File: config.mk
export PLATFORM = sky130hd
export DESIGN_NAME = ecc_err_log
export DESIGN_NICKNAME = d
export VERILOG_FILES = /design/src/source/ram_pkg.sv /design/src/source/ecc_err_log.sv
export SDC_FILE = /design/constraint.sdc
export NUM_CORES = 1
export LEC_CHECK = 0
export ABC_AREA = 1
export BUFFER_PORTS_ARGS = -buffer_cell sky130_fd_sc_hd__buf_2
export CORE_MARGIN = 2
export CORE_UTILIZATION = 45
export CTS_CLUSTER_SIZE = 28
export DETAILED_ROUTE_END_ITERATION = 8
export GPL_TIMING_DRIVEN = 0
export PLACE_DENSITY = 0.68
export SLEW_MARGIN = 20
export SYNTH_ARGS = -nofsm -noshare
export SYNTH_HDL_FRONTEND = slang
export SYNTH_SLANG_ARGS = --single-unit
File: constraint.sdc
create_clock -name clk_a_i -period 1.6 [get_ports clk_a_i]
set_input_delay 0.32 -clock clk_a_i [delete_from_list [all_inputs] [get_ports clk_a_i]]
set_output_delay 0.32 -clock clk_a_i [all_outputs]
set_load 0.02 [all_outputs]
File: src/source/ram_pkg.sv
`default_nettype none

package ram_pkg;

  // Word and codeword widths
  localparam int data_w    = 32;
  localparam int par_w     = 7;
  localparam int code_w    = data_w + par_w;
  localparam int inj_pos_w = 6;

  // Fault injection on port A writes
  typedef enum logic [1:0] {
    INJ_NONE   = 2'd0,
    INJ_SINGLE = 2'd1,
    INJ_DOUBLE = 2'd2
  } inj_mode_e;

  // Positions inside the 2-bit rerror flag
  localparam int err_corr_bit   = 0;
  localparam int err_uncorr_bit = 1;

  // Hsiao check matrix rows, one row per check bit
  // Data bit j uses the j-th weight-3 subset of the 7 rows in lexical order
  localparam logic [par_w-1:0][data_w-1:0] h_rows = {
    32'h69A4_6910,
    32'hD552_5488,
    32'hB2C9_3244,
    32'h8E38_8E22,
    32'h7E07_81E1,
    32'h01FF_801F,
    32'h0000_7FFF
  };

endpackage : ram_pkg

`default_nettype wire
File: src/source/ecc_err_log.sv
`default_nettype none

module ecc_err_log #(
  parameter int CntW = 8
) (
  input  logic            clk_a_i,
  input  logic            rst_a_ni,
  input  logic            rvalid_i,
  input  logic [1:0]      rerror_i,
  input  logic            clr_i,
  output logic [CntW-1:0] corr_cnt_o,
  output logic [CntW-1:0] uncorr_cnt_o
);
  import ram_pkg::*;

  logic [1:0]           event_d;
  logic [1:0][CntW-1:0] cnt_q;

  // One counter per rerror flag, indexed like the flag itself
  assign event_d = rerror_i & {2{rvalid_i}};

  always_ff @(posedge clk_a_i or negedge rst_a_ni) begin
    if (!rst_a_ni) begin
      cnt_q <= '0;
    end else if (clr_i) begin
      cnt_q <= '0;
    end else begin
      for (int i = 0; i < 2; i++) begin
        // Hold at all ones
        if (event_d[i] && (cnt_q[i] != {CntW{1'b1}})) begin
          cnt_q[i] <= cnt_q[i] + 1'b1;
        end
      end
    end
  end

  assign corr_cnt_o   = cnt_q[err_corr_bit];
  assign uncorr_cnt_o = cnt_q[err_uncorr_bit];

endmodule : ecc_err_log

`default_nettype wire

* Word-level counts from Yosys, hierarchy flattened *
Index checks and enable logic that the tools add are counted.

cells by class
  add/subtract/negate cells = 2
  equal/unequal tests = 2
  mux-type cells = 3
  bitwise operators = 1
  reduce and logical (&&, ||, !) cells = 4

operators by type and width
  operator                                                        number
  8-bit by 1-bit adder with 8-bit output (second input constant)  2
  16-bit 2-to-1 mux                                               1
  8-bit 2-to-1 mux                                                2
  8-bit != test (second input constant)                           2
  2-bit nonzero test                                              2
  2-bit bitwise AND                                               1
  1-bit logical AND                                               2

storage, ports and cells
  bits in registers = 16
  bits of input ports = 6

* Longest topological paths before layout *
  word-level depth = 4
  gate-level depth with buffers = 8
  mapped depth without buffers = 8

* Least setup slack after synthesis *
Ideal clock, no wire load.

  kind = reg2reg
  start = register cnt_q, in the netlist uncorr_cnt_o[0]
  end = register cnt_q, in the netlist uncorr_cnt_o[5]
  data arrival time = 1,312 ps
  path slack = 171 ps
  cell stages (with the launch flop) = 9
  cells stage by stage = dfrtp_1 -> ha_1 -> nand2_2 -> nor2_2 -> nand3_2 -> nand3_2 -> inv_2 -> nand2_1 -> nand2_1

on the way
  word-level cells in the longest chain between the ends = 3

RTL lines
  element                                                                         RTL line                              RTL
  start: declaration                                                              ecc_err_log.sv:17                     logic [1:0][CntW-1:0] cnt_q;
  start signal: indexed assignment                                                ecc_err_log.sv:31                     cnt_q[i] <= cnt_q[i] + 1'b1;
  8-bit by 1-bit adder with 8-bit output / 8-bit != test (equally long branches)  ecc_err_log.sv:31, ecc_err_log.sv:30
  8-bit 2-to-1 mux / 1-bit logical AND (equally long branches)                    ecc_err_log.sv:30                     if (event_d[i] && (cnt_q[i] != {CntW{1'b1}})) begin
  16-bit 2-to-1 mux / 2-bit nonzero test (equally long branches)                  n/a

Several ways; a longest one is shown, not always the timed one. The select of a mux whose other input is x is not followed.
A chain may end at the register's enable or synchronous reset.

* Worst setup path in the final report *
  start = register cnt_q, in the netlist uncorr_cnt_o[0]
  end = register cnt_q, in the netlist uncorr_cnt_o[6]

Same word-level chain as after synthesis.

==> flow_metrics.py <==
metrics = {
    "run_status": {
        "outcome": "finished clean",
    },
    "route": {
        "viasPerCell": 4.97,
        "firstDrtPassIters": 4,
        "antenna_left": 0,
        "num_vias": 885,
        "wl_um": 2070,
        "drt_iter0_markers": 11,
        "post_drt_wl_per_cell_um": 11.6,
        "drc": 0,
    },
    "placement": {
        "hpwl_um": 1560,
        "placed_area_um2": 1120,
        "place_inst": 173,
        "port_buffers": 21,
        "gp_congestion": 0.777,
        "pre_cts_slack_ns": 0.180,
    },
    "grt": {
        "grt_pass1_vias": 887,
        "grtUsageTotal": 0.193,
        "grt_max_degree": 17,
        "grt_pass1_wl_um": 3800,
        "grt.overflow.total": 0,
        "grt_antenna_before_repair": 0,
    },
    "cells_and_area": {
        "antenna_cells": 0,
        "drive_gt1_frac": 0.265,
        "final_common_cell": "nand2_1",
        "fillers": 203,
        "layout_common_cells": "nand2_1 (43), buf_2 (22), nand3_1 (18)",
        "final_nets": 160,
        "area_growth_pct": 18.9,
        "final_util": 0.583,
        "fin_cells": 178,
        "fin_area_um2": 1170,
    },
    "floorplan": {
        "start_util": 0.490,
        "core_region_area_um2": 2000,
        "dieWidth_um": 50.7,
        "die_area_um2": 2570,
        "die_h_um": 50.7,
        "std_cell_rows": 16,
        "pin_count": 22,
    },
    "clocking": {
        "cts.sinks": 16,
        "cts_tree": "built",
        "cts_setup_buffers": 0,
        "cts.clk_slew.worst_paths_ns": 0.10,
        "cts.repair.resized": 0,
        "clk_latency_ns": 0.28,
        "cts_root_buf": "clkbuf_4",
        "cts.htree.levels": 1,
        "cts_made_buffers": 3,
        "cts_hold_buf": 1,
        "cts_buffer_depth": 2,
    },
    "synth": {
        "synth_top_area_frac": 0.408,
        "seq_area_frac_synth": 0.408,
        "postSynthCellCount": 125,
        "synth_warnings": 0,
        "synth_fp_nets": 133,
        "synth-seq-cells": 16,
        "synthTopCellsByArea": "dfrtp_1 (41%), nand2_1 (16%), nand3_1 (9.2%)",
        "ys_types": 23,
        "yosysTopAreaCell": "dfrtp_1",
        "syn_area_um2": 981,
        "syn_area_per_cell_um2": 7.85,
    },
    "power": {
        "power_mw": 0.762,
        "ir_worst_vdd_mv": 0.373,
        "p_leak_nw": 0.654,
        "power_density_nw_per_um2": 653,
    },
    "sta": {
        "timing.final.crit_share": 0.906,
        "slew_violations": 0,
        "setup_violations": 0,
        "max_slew_margin": 0.758,
        "fin_ws_ns": 0.150,
        "rsz0062_at_grt": "false",
        "whs_ns": 0.369,
        "clock_skew_ns": 0.000333,
        "fin_setup_tns_ns": 0,
        "max_freq_mhz": 690,
        "period_minus_slack_ns": 1.45,
        "tightestPinTransition_ns": 0.363,
        "hold_violations": 0,
    },
    "worst_setup_path": {
        "cp_data_required_time_ns": 1.78,
        "cp_max_fo": 5,
        "crit_type": "flip-flop to flip-flop",
        "arrival_ns": 1.63,
        "critPathCaptureType": "flip-flop",
        "start_kind": "flip-flop",
    },
    "flow_run": {
        "maxCapViolations": 0,
    },
    "worst_hold_path": {
        "min_path_type": "primary input to flip-flop",
    },
}
[synthesized netlist by cell type, drive strengths merged]
master / count
nand2: 46
nor3: 1
inv: 9
a21oi: 2
nor2: 12
nand3b: 1
dfrtp: 16
buf: 1
xor2: 8
o21ai: 3
nand4: 3
o21a: 1
ha: 2
nand3: 20
[sequential cells by signal (all words and copies together), names as in the netlist]
name / cells
corr_cnt_o: 8
uncorr_cnt_o: 8
[report_power, final]
| part | leakage [nW] | internal, mW | switching, mW | total [mW] |
|---|---|---|---|---|
| Clock | 0.0210 | 0.138 | 0.131 | 0.269 |
| Sequential | 0.222 | 0.409 | 0.00720 | 0.417 |
| Combinational | 0.411 | 0.0241 | 0.0519 | 0.0761 |
[final cells by class]
class | count | area [um2] | share of cell area
plain buffers | 1 | 5.00 | 0.00429
clock buffers | 4 | 36.3 | 0.0311
inverters | 9 | 33.8 | 0.0290
multi-input cells | 99 | 542 | 0.465
flip-flops and latches | 16 | 400 | 0.343
well taps | 27 | 33.8 | 0.0290
repair buffers | 22 | 115 | 0.0987
[worst max-delay path, stage by stage (launching register included)]
cell     delay, ns
dfrtp_1       0.44
ha_1          0.25
nand2_2       0.08
nor2_2        0.14
nand3_2       0.15
nand3_2       0.13
inv_2         0.06
nand2_1       0.06
nand2_1       0.04
[kinds of logic (layout without fill, tap and decap cells)]
group	Yosys count	count (layout)	share of synthesized area
compound gates	6	6	0.0446
flops	16	16	0.408
fa+ha+maj	2	2	0.0255
simple gates	83	83	0.411
buf+inv	10	36	0.0395
xor+xnor	8	8	0.0714
[metal layers]
metal / vias up / GRT usage / share of wire / routed length (um)
met3: 2 / 0.0268 / 0.029 / 60
met2: 12 / 0.340 / 0.50 / 1030
li1: 456 / - / - / -
met5: - / 0 / 0 / 0
met4: 0 / 0.0901 / 0.0073 / 15
met1: 415 / 0.230 / 0.46 / 953
[worst paths after layout]
path / from / end / slack (ns) / depth (start not counted)
max in group asynchronous: rst_a_ni / corr_cnt_o[3] / 0.87 / 2
worst min-delay path: rerror_i[0] / corr_cnt_o[6] / 0.37 / 5
min in group asynchronous: rst_a_ni / corr_cnt_o[4] / 0.47 / 2
worst max-delay path: uncorr_cnt_o[0] / uncorr_cnt_o[6] / 0.15 / 8
worst min register to register: corr_cnt_o[4] / corr_cnt_o[4] / 0.58 / 2
worst max register to register: uncorr_cnt_o[0] / uncorr_cnt_o[6] / 0.15 / 8
No activity file was read; power rests on OpenSTA's default activity.
